==> src/source/eth_pkg.sv <==
// Shared addresses, register map, frame constants and enums for the Ethernet TX and ARP block
package eth_pkg;

    localparam logic [47:0] LOCAL_MAC    = 48'h02_00_00_00_00_01; // Locally administered
    localparam logic [31:0] LOCAL_IP     = 32'hC0_A8_01_64;       // 192.168.1.100
    localparam logic [15:0] UDP_SRC_PORT = 16'd5000;
    localparam logic [15:0] UDP_DST_PORT = 16'd6000;
    localparam logic [15:0] ETH_TYPE_IP  = 16'h0800;
    localparam logic [15:0] ETH_TYPE_ARP = 16'h0806;

    localparam int MIN_FRAME_LEN = 60; // FCS added downstream
    localparam int MAX_PAYLOAD   = 64;

    // Host register word addresses
    localparam logic [5:0] REG_CTRL         = 6'h00; // Wr bit0 start, rd bit0 busy
    localparam logic [5:0] REG_DMAC_LO      = 6'h01;
    localparam logic [5:0] REG_DMAC_HI      = 6'h02;
    localparam logic [5:0] REG_DIP          = 6'h03;
    localparam logic [5:0] REG_LEN          = 6'h04;
    localparam logic [5:0] REG_PAYLOAD_BASE = 6'h10; // 16 words, big-endian bytes

    typedef enum logic [15:0] {
        ARP_REQUEST = 16'd1,
        ARP_REPLY   = 16'd2
    } arp_op_e;

    typedef enum logic [1:0] {
        IDLE,
        HEADER,
        BODY,
        PAD
    } tx_state_e;

endpackage

==> src/source/eth_host_regs.sv <==
// Wishbone classic host registers with payload memory, start pulse and learned MAC
`timescale 1ns/1ps

module eth_host_regs (
    input  logic                 clk,
    input  logic                 rst_n,
    input  logic                 wb_cyc,
    input  logic                 wb_stb,
    input  logic                 wb_we,
    input  logic [5:0]           wb_adr,
    input  logic [31:0]          wb_dat_w,
    output logic [31:0]          wb_dat_r,
    output logic                 wb_ack,
    input  logic                 tx_busy,
    input  logic                 arp_rx_done,
    input  eth_pkg::arp_op_e     arp_rx_type,
    input  logic [47:0]          arp_rx_mac,
    input  logic [5:0]           pay_addr,
    output logic                 tx_start_en,
    output logic [47:0]          tx_des_mac,
    output logic [31:0]          tx_des_ip,
    output logic [6:0]           tx_len,
    output logic [7:0]           pay_data
);

    logic [31:0] pay_mem [eth_pkg::MAX_PAYLOAD/4]; // Payload words
    logic        wb_hit;                           // Strobe seen, not yet acked
    logic        pay_sel;                          // Address in payload window

    assign wb_hit  = wb_cyc && wb_stb && !wb_ack;
    assign pay_sel = wb_adr[5:4] == eth_pkg::REG_PAYLOAD_BASE[5:4];

    always_ff @(posedge clk) begin
        if (!rst_n) begin
            wb_ack      <= 1'b0;
            tx_start_en <= 1'b0;
            tx_des_mac  <= '0;
            tx_des_ip   <= '0;
            tx_len      <= '0;
        end else begin
            wb_ack      <= wb_hit; // One cycle, never back to back
            tx_start_en <= wb_hit && wb_we && wb_adr == eth_pkg::REG_CTRL
                           && wb_dat_w[0] && !tx_busy;
            if (wb_hit && wb_we && !tx_busy) begin // Frozen during a send
                case (wb_adr)
                    eth_pkg::REG_DMAC_LO: tx_des_mac[31:0]  <= wb_dat_w;
                    eth_pkg::REG_DMAC_HI: tx_des_mac[47:32] <= wb_dat_w[15:0];
                    eth_pkg::REG_DIP:     tx_des_ip         <= wb_dat_w;
                    eth_pkg::REG_LEN:     tx_len            <= wb_dat_w[6:0];
                    default: ;
                endcase
            end
            if (arp_rx_done && arp_rx_type == eth_pkg::ARP_REPLY)
                tx_des_mac <= arp_rx_mac; // Learned from peer reply
        end
    end

    always_ff @(posedge clk) begin
        if (wb_hit && wb_we && pay_sel) pay_mem[wb_adr[3:0]] <= wb_dat_w;
        pay_data <= pay_mem[pay_addr[5:2]][{~pay_addr[1:0], 3'b000} +: 8]; // Byte 0 is MSB
        if (wb_hit) begin
            if (pay_sel) begin
                wb_dat_r <= pay_mem[wb_adr[3:0]];
            end else begin
                case (wb_adr)
                    eth_pkg::REG_CTRL:    wb_dat_r <= {31'd0, tx_busy};
                    eth_pkg::REG_DMAC_LO: wb_dat_r <= tx_des_mac[31:0];
                    eth_pkg::REG_DMAC_HI: wb_dat_r <= {16'd0, tx_des_mac[47:32]};
                    eth_pkg::REG_DIP:     wb_dat_r <= tx_des_ip;
                    eth_pkg::REG_LEN:     wb_dat_r <= {25'd0, tx_len};
                    default:              wb_dat_r <= 32'd0;
                endcase
            end
        end
    end

    // Lengths outside 1 to 64 overrun the payload memory in the UDP builder
    len_range: assert property (@(posedge clk) disable iff (!rst_n)
        wb_hit && wb_we && wb_adr == eth_pkg::REG_LEN
        |-> wb_dat_w >= 32'd1 && wb_dat_w <= 32'(eth_pkg::MAX_PAYLOAD))
        else $error("eth_host_regs: payload length outside 1 to 64");

endmodule

==> src/source/arp_rx.sv <==
// ARP receive parser for GMII bytes, reports requests and replies aimed at the local IP
`timescale 1ns/1ps

module arp_rx (
    input  logic             clk,
    input  logic             rst_n,
    input  logic             gmii_rxdv,
    input  logic [7:0]       gmii_rxd,
    output logic             arp_rx_done,
    output eth_pkg::arp_op_e arp_rx_type,
    output logic [47:0]      arp_rx_mac,
    output logic [31:0]      arp_rx_ip
);

    logic [5:0]  cnt;      // Byte index within frame
    logic [15:0] eth_type;
    logic [15:0] op;
    logic [31:0] tip;      // Target protocol address
    logic        match;    // Final byte completes a valid ARP for us

    assign match = eth_type == eth_pkg::ETH_TYPE_ARP
                   && (op == eth_pkg::ARP_REQUEST || op == eth_pkg::ARP_REPLY)
                   && {tip[23:0], gmii_rxd} == eth_pkg::LOCAL_IP;

    always_ff @(posedge clk) begin
        if (!rst_n) begin
            cnt         <= '0;
            arp_rx_done <= 1'b0;
        end else begin
            arp_rx_done <= 1'b0;
            if (!gmii_rxdv) begin
                cnt <= '0; // Early drop discards the frame
            end else begin
                if (cnt != 6'd63) cnt <= cnt + 6'd1; // Saturate on long frames
                if (cnt == 6'd41) arp_rx_done <= match;
            end
        end
    end

    // Field capture by byte offset
    always_ff @(posedge clk) begin
        if (gmii_rxdv) begin
            if (cnt inside {[6'd12:6'd13]}) eth_type <= {eth_type[7:0], gmii_rxd};
            if (cnt inside {[6'd20:6'd21]}) op <= {op[7:0], gmii_rxd};
            if (cnt inside {[6'd22:6'd27]}) arp_rx_mac <= {arp_rx_mac[39:0], gmii_rxd};
            if (cnt inside {[6'd28:6'd31]}) arp_rx_ip <= {arp_rx_ip[23:0], gmii_rxd};
            if (cnt inside {[6'd38:6'd41]}) tip <= {tip[23:0], gmii_rxd};
            if (cnt == 6'd41) arp_rx_type <= eth_pkg::arp_op_e'(op);
        end
    end

endmodule

==> src/source/arp_tx.sv <==
// ARP frame builder, sends a padded 60-byte request or reply on a GMII byte stream
`timescale 1ns/1ps

module arp_tx (
    input  logic             clk,
    input  logic             rst_n,
    input  logic             arp_tx_en,
    input  eth_pkg::arp_op_e arp_tx_type,
    input  logic [47:0]      tgt_mac,
    input  logic [31:0]      tgt_ip,
    output logic             arp_tx_done,
    output logic             arp_gmii_txen,
    output logic [7:0]       arp_gmii_txd
);

    eth_pkg::tx_state_e state;
    logic [5:0]         cnt;      // Byte index
    logic [335:0]       frame_q;  // 42 header and body bytes, MSB first
    logic [47:0]        eth_dst;
    logic [47:0]        tha;      // Target hardware address field
    logic               is_req;

    assign is_req        = arp_tx_type == eth_pkg::ARP_REQUEST;
    assign eth_dst       = is_req ? 48'hFFFF_FFFF_FFFF : tgt_mac; // Broadcast for request
    assign tha           = is_req ? 48'd0 : tgt_mac;
    assign arp_gmii_txen = state != eth_pkg::IDLE;
    assign arp_gmii_txd  = frame_q[335:328];

    always_ff @(posedge clk) begin
        if (!rst_n) begin
            state       <= eth_pkg::IDLE;
            cnt         <= '0;
            arp_tx_done <= 1'b0;
        end else begin
            arp_tx_done <= 1'b0;
            if (state != eth_pkg::IDLE) cnt <= cnt + 6'd1;
            case (state)
                eth_pkg::IDLE: begin
                    if (arp_tx_en) begin
                        state <= eth_pkg::HEADER;
                        cnt   <= '0;
                    end
                end
                eth_pkg::HEADER: if (cnt == 6'd13) state <= eth_pkg::BODY;
                eth_pkg::BODY:   if (cnt == 6'd41) state <= eth_pkg::PAD;
                default: begin
                    if (cnt == 6'(eth_pkg::MIN_FRAME_LEN - 1)) begin
                        state       <= eth_pkg::IDLE;
                        arp_tx_done <= 1'b1; // Cycle after last byte
                    end
                end
            endcase
        end
    end

    // Zeros shift in behind the body and form the padding
    always_ff @(posedge clk) begin
        if (state == eth_pkg::IDLE && arp_tx_en) begin
            frame_q <= {eth_dst, eth_pkg::LOCAL_MAC, eth_pkg::ETH_TYPE_ARP,
                        16'h0001, eth_pkg::ETH_TYPE_IP, 8'd6, 8'd4, arp_tx_type,
                        eth_pkg::LOCAL_MAC, eth_pkg::LOCAL_IP, tha, tgt_ip};
        end else begin
            frame_q <= {frame_q[327:0], 8'h00};
        end
    end

    en_when_idle: assert property (@(posedge clk) disable iff (!rst_n)
        arp_tx_en |-> state == eth_pkg::IDLE)
        else $error("arp_tx: enable while a frame is in flight");

endmodule

==> src/source/udp_tx.sv <==
// UDP frame builder, sends Ethernet, IPv4 and UDP headers, payload and padding on GMII
`timescale 1ns/1ps

module udp_tx (
    input  logic        clk,
    input  logic        rst_n,
    input  logic        udp_tx_en,
    input  logic [47:0] des_mac,
    input  logic [31:0] des_ip,
    input  logic [6:0]  pay_len,
    output logic [5:0]  pay_addr,
    input  logic [7:0]  pay_data,
    output logic        udp_tx_done,
    output logic        udp_gmii_txen,
    output logic [7:0]  udp_gmii_txd
);

    eth_pkg::tx_state_e state;
    logic [6:0]         cnt;      // Byte index, up to 105
    logic [6:0]         pay_idx;  // Payload byte fetched one ahead
    logic [6:0]         pay_end;  // Index of last payload byte
    logic [6:0]         len_q;
    logic [31:0]        dip_q;
    logic [15:0]        csum;
    logic [335:0]       hdr_q;    // 42 header bytes, checksum slot zero

    // Ones' complement header sum, TTL 64, proto 17, ID and flags zero
    function automatic logic [15:0] ip_csum(input logic [31:0] dip, input logic [6:0] len);
        logic [31:0] sum;
        logic [16:0] fold;
        sum  = 32'h4500 + 32'h4011 + 32'd28 + len + eth_pkg::LOCAL_IP[31:16]
               + eth_pkg::LOCAL_IP[15:0] + dip[31:16] + dip[15:0];
        fold = sum[15:0] + sum[31:16];
        fold = fold[15:0] + fold[16];
        return ~fold[15:0];
    endfunction

    assign pay_idx       = cnt - 7'd41;
    assign pay_addr      = pay_idx[5:0];
    assign pay_end       = 7'd41 + len_q;
    assign udp_gmii_txen = state != eth_pkg::IDLE;

    always_comb begin
        case (state)
            eth_pkg::HEADER: begin
                if (cnt == 7'd24)      udp_gmii_txd = csum[15:8];
                else if (cnt == 7'd25) udp_gmii_txd = csum[7:0];
                else                   udp_gmii_txd = hdr_q[335:328];
            end
            eth_pkg::BODY: udp_gmii_txd = pay_data; // Registered memory read
            default:       udp_gmii_txd = 8'h00;
        endcase
    end

    always_ff @(posedge clk) begin
        if (!rst_n) begin
            state       <= eth_pkg::IDLE;
            cnt         <= '0;
            udp_tx_done <= 1'b0;
        end else begin
            udp_tx_done <= 1'b0;
            if (state != eth_pkg::IDLE) cnt <= cnt + 7'd1;
            case (state)
                eth_pkg::IDLE: begin
                    if (udp_tx_en) begin
                        state <= eth_pkg::HEADER;
                        cnt   <= '0;
                    end
                end
                eth_pkg::HEADER: if (cnt == 7'd41) state <= eth_pkg::BODY;
                eth_pkg::BODY: begin
                    if (cnt == pay_end) begin
                        if (cnt >= 7'(eth_pkg::MIN_FRAME_LEN - 1)) begin
                            state       <= eth_pkg::IDLE; // Long enough, no padding
                            udp_tx_done <= 1'b1;
                        end else begin
                            state <= eth_pkg::PAD;
                        end
                    end
                end
                default: begin
                    if (cnt == 7'(eth_pkg::MIN_FRAME_LEN - 1)) begin
                        state       <= eth_pkg::IDLE;
                        udp_tx_done <= 1'b1;
                    end
                end
            endcase
        end
    end

    always_ff @(posedge clk) begin
        if (state == eth_pkg::IDLE && udp_tx_en) begin
            dip_q <= des_ip;
            len_q <= pay_len;
            hdr_q <= {des_mac, eth_pkg::LOCAL_MAC, eth_pkg::ETH_TYPE_IP,
                      16'h4500, {9'd0, pay_len} + 16'd28, 32'd0, 8'd64, 8'd17, 16'd0,
                      eth_pkg::LOCAL_IP, des_ip,
                      eth_pkg::UDP_SRC_PORT, eth_pkg::UDP_DST_PORT,
                      {9'd0, pay_len} + 16'd8, 16'd0}; // UDP checksum unused
        end else begin
            hdr_q <= {hdr_q[327:0], 8'h00};
        end
        if (state == eth_pkg::HEADER && cnt == 7'd0) csum <= ip_csum(dip_q, len_q);
    end

endmodule

==> src/source/eth_ctrl.sv <==
// Transmit controller, picks ARP or UDP, triggers the builders and muxes GMII output
`timescale 1ns/1ps

module eth_ctrl (
    input  logic             clk,
    input  logic             rst_n,
    input  logic             tx_start_en,
    input  logic [47:0]      tx_des_mac,
    input  logic [31:0]      tx_des_ip,
    input  logic             arp_rx_done,
    input  eth_pkg::arp_op_e arp_rx_type,
    input  logic [47:0]      arp_rx_mac,
    input  logic [31:0]      arp_rx_ip,
    output logic             arp_tx_en,
    output eth_pkg::arp_op_e arp_tx_type,
    output logic [47:0]      tgt_mac,
    output logic [31:0]      tgt_ip,
    input  logic             arp_tx_done,
    output logic             udp_tx_en,
    input  logic             udp_tx_done,
    output logic             tx_busy,
    input  logic             arp_gmii_txen,
    input  logic [7:0]       arp_gmii_txd,
    input  logic             udp_gmii_txen,
    input  logic [7:0]       udp_gmii_txd,
    output logic             gmii_txen,
    output logic [7:0]       gmii_txd,
    output logic             gmii_tlast
);

    logic        udp_sel;     // Output select, UDP after reset
    logic        arp_busy;
    logic        udp_busy;
    logic        pend;        // Reply waiting for the UDP builder
    logic [47:0] pend_mac;
    logic [31:0] pend_ip;
    logic        req_trig;    // Host start, MAC unknown
    logic        udp_trig;    // Host start, MAC known
    logic        reply_req;   // Peer asked for our MAC
    logic        reply_fire;
    logic        sel_en;

    assign req_trig   = tx_start_en && tx_des_mac == 48'd0;
    assign udp_trig   = tx_start_en && tx_des_mac != 48'd0;
    assign reply_req  = arp_rx_done && arp_rx_type == eth_pkg::ARP_REQUEST;
    assign reply_fire = (reply_req || pend) && !arp_busy && !udp_busy && !tx_start_en;
    assign tx_busy    = arp_busy || udp_busy || pend || reply_req; // Also holds off host start
    assign sel_en     = udp_sel ? udp_gmii_txen : arp_gmii_txen;
    assign gmii_tlast = gmii_txen && !sel_en; // Registered enable about to fall

    always_ff @(posedge clk) begin
        if (!rst_n) begin
            udp_sel   <= 1'b1;
            arp_busy  <= 1'b0;
            udp_busy  <= 1'b0;
            pend      <= 1'b0;
            arp_tx_en <= 1'b0;
            udp_tx_en <= 1'b0;
            gmii_txen <= 1'b0;
        end else begin
            arp_tx_en <= req_trig || reply_fire;
            udp_tx_en <= udp_trig;
            gmii_txen <= sel_en;
            if (req_trig || reply_fire) udp_sel <= 1'b0;
            else if (arp_tx_done)       udp_sel <= 1'b1;
            if (req_trig || reply_fire) arp_busy <= 1'b1;
            else if (arp_tx_done)       arp_busy <= 1'b0;
            if (udp_trig)         udp_busy <= 1'b1;
            else if (udp_tx_done) udp_busy <= 1'b0;
            if (reply_fire)                  pend <= 1'b0;
            else if (reply_req && !arp_busy) pend <= 1'b1; // Dropped during an ARP send
        end
    end

    always_ff @(posedge clk) begin
        gmii_txd <= udp_sel ? udp_gmii_txd : arp_gmii_txd;
        if (reply_req && !arp_busy) begin
            pend_mac <= arp_rx_mac;
            pend_ip  <= arp_rx_ip;
        end
        if (req_trig) begin
            arp_tx_type <= eth_pkg::ARP_REQUEST;
            tgt_mac     <= 48'd0;
            tgt_ip      <= tx_des_ip;
        end else if (reply_fire) begin
            arp_tx_type <= eth_pkg::ARP_REPLY;
            tgt_mac     <= reply_req ? arp_rx_mac : pend_mac;
            tgt_ip      <= reply_req ? arp_rx_ip : pend_ip;
        end
    end

endmodule

==> src/source/eth_subsys_top.sv <==
// Ethernet transmit and ARP subsystem top, host registers, parser, builders and controller
`timescale 1ns/1ps

module eth_subsys_top (
    input  logic        clk,
    input  logic        rst_n,
    input  logic        wb_cyc,
    input  logic        wb_stb,
    input  logic        wb_we,
    input  logic [5:0]  wb_adr,
    input  logic [31:0] wb_dat_w,
    output logic [31:0] wb_dat_r,
    output logic        wb_ack,
    input  logic        gmii_rxdv,
    input  logic [7:0]  gmii_rxd,
    output logic        gmii_txen,
    output logic [7:0]  gmii_txd,
    output logic        gmii_tlast
);

    logic             tx_busy;
    logic             tx_start_en;
    logic [47:0]      tx_des_mac;
    logic [31:0]      tx_des_ip;
    logic [6:0]       tx_len;
    logic [5:0]       pay_addr;
    logic [7:0]       pay_data;
    logic             arp_rx_done;
    eth_pkg::arp_op_e arp_rx_type;
    logic [47:0]      arp_rx_mac;
    logic [31:0]      arp_rx_ip;
    logic             arp_tx_en;
    eth_pkg::arp_op_e arp_tx_type;
    logic [47:0]      tgt_mac;
    logic [31:0]      tgt_ip;
    logic             arp_tx_done;
    logic             arp_gmii_txen;
    logic [7:0]       arp_gmii_txd;
    logic             udp_tx_en;
    logic             udp_tx_done;
    logic             udp_gmii_txen;
    logic [7:0]       udp_gmii_txd;

    eth_host_regs u_regs (
        .clk        (clk),        .rst_n      (rst_n),
        .wb_cyc     (wb_cyc),     .wb_stb     (wb_stb),     .wb_we      (wb_we),
        .wb_adr     (wb_adr),     .wb_dat_w   (wb_dat_w),   .wb_dat_r   (wb_dat_r),
        .wb_ack     (wb_ack),     .tx_busy    (tx_busy),
        .arp_rx_done(arp_rx_done), .arp_rx_type(arp_rx_type), .arp_rx_mac(arp_rx_mac),
        .pay_addr   (pay_addr),   .tx_start_en(tx_start_en),
        .tx_des_mac (tx_des_mac), .tx_des_ip  (tx_des_ip),  .tx_len     (tx_len),
        .pay_data   (pay_data)
    );

    arp_rx u_arp_rx (
        .clk        (clk),         .rst_n      (rst_n),
        .gmii_rxdv  (gmii_rxdv),   .gmii_rxd   (gmii_rxd),
        .arp_rx_done(arp_rx_done), .arp_rx_type(arp_rx_type),
        .arp_rx_mac (arp_rx_mac),  .arp_rx_ip  (arp_rx_ip)
    );

    eth_ctrl u_ctrl (
        .clk          (clk),           .rst_n        (rst_n),
        .tx_start_en  (tx_start_en),   .tx_des_mac   (tx_des_mac),   .tx_des_ip(tx_des_ip),
        .arp_rx_done  (arp_rx_done),   .arp_rx_type  (arp_rx_type),
        .arp_rx_mac   (arp_rx_mac),    .arp_rx_ip    (arp_rx_ip),
        .arp_tx_en    (arp_tx_en),     .arp_tx_type  (arp_tx_type),
        .tgt_mac      (tgt_mac),       .tgt_ip       (tgt_ip),       .arp_tx_done(arp_tx_done),
        .udp_tx_en    (udp_tx_en),     .udp_tx_done  (udp_tx_done),  .tx_busy(tx_busy),
        .arp_gmii_txen(arp_gmii_txen), .arp_gmii_txd (arp_gmii_txd),
        .udp_gmii_txen(udp_gmii_txen), .udp_gmii_txd (udp_gmii_txd),
        .gmii_txen    (gmii_txen),     .gmii_txd     (gmii_txd),     .gmii_tlast(gmii_tlast)
    );

    arp_tx u_arp_tx (
        .clk          (clk),           .rst_n       (rst_n),
        .arp_tx_en    (arp_tx_en),     .arp_tx_type (arp_tx_type),
        .tgt_mac      (tgt_mac),       .tgt_ip      (tgt_ip),
        .arp_tx_done  (arp_tx_done),
        .arp_gmii_txen(arp_gmii_txen), .arp_gmii_txd(arp_gmii_txd)
    );

    udp_tx u_udp_tx (
        .clk          (clk),           .rst_n       (rst_n),
        .udp_tx_en    (udp_tx_en),     .des_mac     (tx_des_mac),   .des_ip(tx_des_ip),
        .pay_len      (tx_len),        .pay_addr    (pay_addr),     .pay_data(pay_data),
        .udp_tx_done  (udp_tx_done),
        .udp_gmii_txen(udp_gmii_txen), .udp_gmii_txd(udp_gmii_txd)
    );

endmodule

==> config.mk <==
export PLATFORM = sky130hd
export DESIGN_NAME = eth_subsys_top
export DESIGN_NICKNAME = d
export VERILOG_FILES = /design/src/source/eth_pkg.sv /design/src/source/eth_host_regs.sv /design/src/source/arp_rx.sv /design/src/source/arp_tx.sv /design/src/source/udp_tx.sv /design/src/source/eth_ctrl.sv /design/src/source/eth_subsys_top.sv
export SDC_FILE = /design/constraint.sdc
export NUM_CORES = 2
export LEC_CHECK = 0
export BUFFER_PORTS_ARGS = -buffer_cell sky130_fd_sc_hd__buf_2
export CORE_UTILIZATION = 38
export DETAILED_ROUTE_END_ITERATION = 6
export PLACE_DENSITY_LB_ADDON = 0.15
export SYNTH_ARGS = -nofsm -noshare
export SYNTH_HDL_FRONTEND = slang
export SYNTH_SLANG_ARGS = --single-unit
==> constraint.sdc <==
create_clock -name clk -period 6.5 [get_ports clk]
set_input_delay 1.3 -clock clk [delete_from_list [all_inputs] [get_ports clk]]
set_output_delay 1.3 -clock clk [all_outputs]
set_load 0.05 [all_outputs]
==> flow_metrics.env <==
export IMPL_start_kind="flop"
export IMPL_core_area_sq_um=168000
export IMPL_ir_drop_uv=270
export IMPL_finalClockSkew_ns=0.0557
export IMPL_fillers=15000
export IMPL_syn_to_final_growth_pct=15.8
export IMPL_final_cells=6953
export IMPL_die_y_um=414
export IMPL_gp_congestion=0.898
export IMPL_syn_inst=4447
export IMPL_layout_drive_gt1_share=0.199
export IMPL_wirelength_um=175000
export IMPL_violations="DRC, setup timing"
export IMPL_hold_start="u_udp_tx.hdr_q[96]"
export IMPL_finalMaxSlewViolations=0
export IMPL_cts_tree="built"
export IMPL_clk_pin_slew_ns=0.06
export IMPL_initial_core_util=0.385
export IMPL_syn_nets=4578
export IMPL_hold_class="reg2reg"
export IMPL_r2r_start="u_udp_tx.len_q[0]"
export IMPL_clockBufferDepth=3
export IMPL_cpMaxStageDelayCell="fa_1"
export IMPL_grt_first_pass_wirelength_um=254000
export IMPL_tightest_slew_ns=1.29
export IMPL_antenna_left=0
export IMPL_rows=150
export IMPL_cts_sinks=1707
export IMPL_synth_top_area_cell="edfxtp_1"
export IMPL_synth_top_family_by_area="multiplexers"
export IMPL_synth_commonest_cells="edfxtp_1 (863), dfxtp_1 (844), nand2_1 (527), and2_1 (390), mux4_2 (328)"
export IMPL_postSynthAreaPerCell_sq_um=14.5
export IMPL_drc=3
export IMPL_max_freq_ghz=0.150
export IMPL_drt_first_pass_iters=7
export IMPL_post_place_ws_ns=-0.349
export IMPL_worstSetupPathType="reg2reg"
export IMPL_htreeDepth=4
export IMPL_required_ns=7.16
export IMPL_finalInstanceArea_sq_um=74800
export IMPL_synth_fa_ha_area_frac=0.0166
export IMPL_clock_latency_ns=0.84
export IMPL_port_buffers=94
export IMPL_synth_mux_area_fraction=0.134
export IMPL_place_inst=6606
export IMPL_synth_seq_cells=1707
export IMPL_async_reset_ff_frac=0
export IMPL_vias=36900
export IMPL_nets=4722
export IMPL_synth_edff_count=863
export IMPL_placed_area_sq_um=68300
export IMPL_yosysWarnings=0
export IMPL_io_pins=95
export IMPL_synth_distinct_cells=77
export IMPL_synthSimpleGateAreaFrac=0.101
export IMPL_synth_area_leaders="edfxtp_1 (40%), dfxtp_1 (26%), mux4_2 (11%)"
export IMPL_synth_xor_area_frac=0.00868
export IMPL_p_leak_nw=26.4
export IMPL_grt_max_degree=130
export IMPL_synth_seq_area_share=0.663
export IMPL_dieWidth_um=414
export IMPL_grt_pass1_vias=36000
export IMPL_grtUsageTotal=0.202
export IMPL_overflow=0
export IMPL_die_area_sq_um=172000
export IMPL_antenna_found_initial=15
export IMPL_end_kind="flop"
export IMPL_root_buffer="clkbuf_16"
export IMPL_p_per_area_nw_per_um2=302
export IMPL_cts_buffers=179
export IMPL_arrival_ns=7.34
export IMPL_setup_viol=5
export IMPL_synth_most_common_cell="edfxtp_1"
export IMPL_slew_headroom=0.137
export IMPL_drtIter0Drc=3217
export IMPL_vias_per_cell=5.31
export IMPL_whs_ns=0.369
export IMPL_drv_cap=0
export IMPL_synth_top_area_frac=0.401
export IMPL_synth_compound_area_frac=0.0558
export IMPL_fin_ws_ns=-0.185
export IMPL_finalHoldViolations=0
export IMPL_dpl_hpwl_um=110000
export IMPL_routedWlPerCell_um=25.2
export IMPL_fin_crit_sh=1.03
export IMPL_ys_flop_type="edfxtp_1"
export IMPL_path_max_fanout=3
export IMPL_rsz0062_at_grt="true"
export IMPL_fin_crit_ns=6.69
export IMPL_syn_area_sq_um=64600
export IMPL_critPathLaunch="u_udp_tx.len_q[0]"
export IMPL_status="finished, violations left"
export IMPL_critPathMaxStageDelay_ns=0.51
power breakdown:
group | internal (mW) | switching (mW)
clock network | 6.43 | 4.46
logic | 0.147 | 0.290
registers | 11.3 | 0.00856
registers in the layout (all words and copies together), names as in the netlist, 32 cells and up:
name                 cells
u_arp_rx.arp_rx_ip      32
u_arp_rx.arp_rx_mac     48
u_arp_tx.frame_q       336
u_ctrl.pend_ip          32
u_ctrl.pend_mac         48
u_ctrl.tgt_ip           32
u_ctrl.tgt_mac          48
u_regs.pay_mem         512
u_regs.tx_des_ip        32
u_regs.tx_des_mac       48
u_regs.wb_dat_r         32
u_udp_tx.dip_q          32
u_udp_tx.hdr_q         320
cells by family after synthesis:
family          Yosys count
fa+ha+maj                79
compound gates          492
flops                  1707
simple gates           1292
buf+inv                 360
xor+xnor                 64
mux                     453
worst max-delay path: cells and delay by family, from the launching register on:
kind                       cells  cell delay (ns)
muxes                          1             0.31
buffers and inverters          2             0.16
adders and majority gates      8             2.13
and+or+nand+nor               10             1.51
AOI/OAI and AO/OA             11             1.66
xor gates and xnor gates       2             0.28
DFF                            1             0.45
cell type report:
cell class	instances	area [sq um]	share of cell area
well taps	2204	2760	0.0369
clock inverters	102	1440	0.0193
inverters	93	352	0.00470
diodes	3	7.51	0.000100
clock buffers	234	4870	0.0651
multi-input cells	2380	20900	0.280
flip-flops and latches	1707	42800	0.572
repair buffers	230	1600	0.0214
worst paths after layout:
kind | to | slack [ns] | depth (start not counted)
max reg2reg | u_udp_tx.csum[15] | -0.19 | 34
min reg2reg | u_udp_tx.hdr_q[104] | 0.37 | 1
min | u_udp_tx.hdr_q[104] | 0.37 | 1
max | u_udp_tx.csum[15] | -0.19 | 34
layout by cell type (no fill, tap or decap), types with 48 or more instances in the layout:
master	count
o22a_1	48
mux4_2	328
inv_1	91
nand2_1	522
edfxtp_1	863
o21ai_0	85
a22oi_1	67
nor2_1	108
ha_1	58
buf_2	90
buf_4	130
mux2i_1	115
a21boi_0	69
clkbuf_16	181
a211oi_1	49
a22o_1	49
dfxtp_1	844
nand2b_1	69
and2_1	388
per-layer routing:
metal	GRT usage	wire, um	vias up
li1	-	-	16600
met1	0.286	79100	18800
met2	0.314	79800	1180
met3	0.0371	10600	298
met4	0.0630	5330	22
met5	0	135	-
timing repair:
action | 4_1_cts | 5_1_grt
gates resized for setup | 18 | 9
pin swaps | 12 | 8
hold buffers | 0 | 0
setup endpoints to repair | 10 | 12
hold endpoints to repair | 0 | 0
setup buffers | 7 | 1
through the flow:
stage | util | power [mW] | TNS, ns
2_1_floorplan | - | 11.8 | -0.119
4_1_cts | 0.445 | 22.9 | -0.653
3_5_place_dp | 0.406 | 12.0 | -1.70
5_1_grt | 0.445 | 23.3 | -3.23
6_report | 0.445 | 22.6 | -0.482
3_3_place_gp | 0.406 | 12.0 | -1.40
Power figures use the tool's default switching activity.
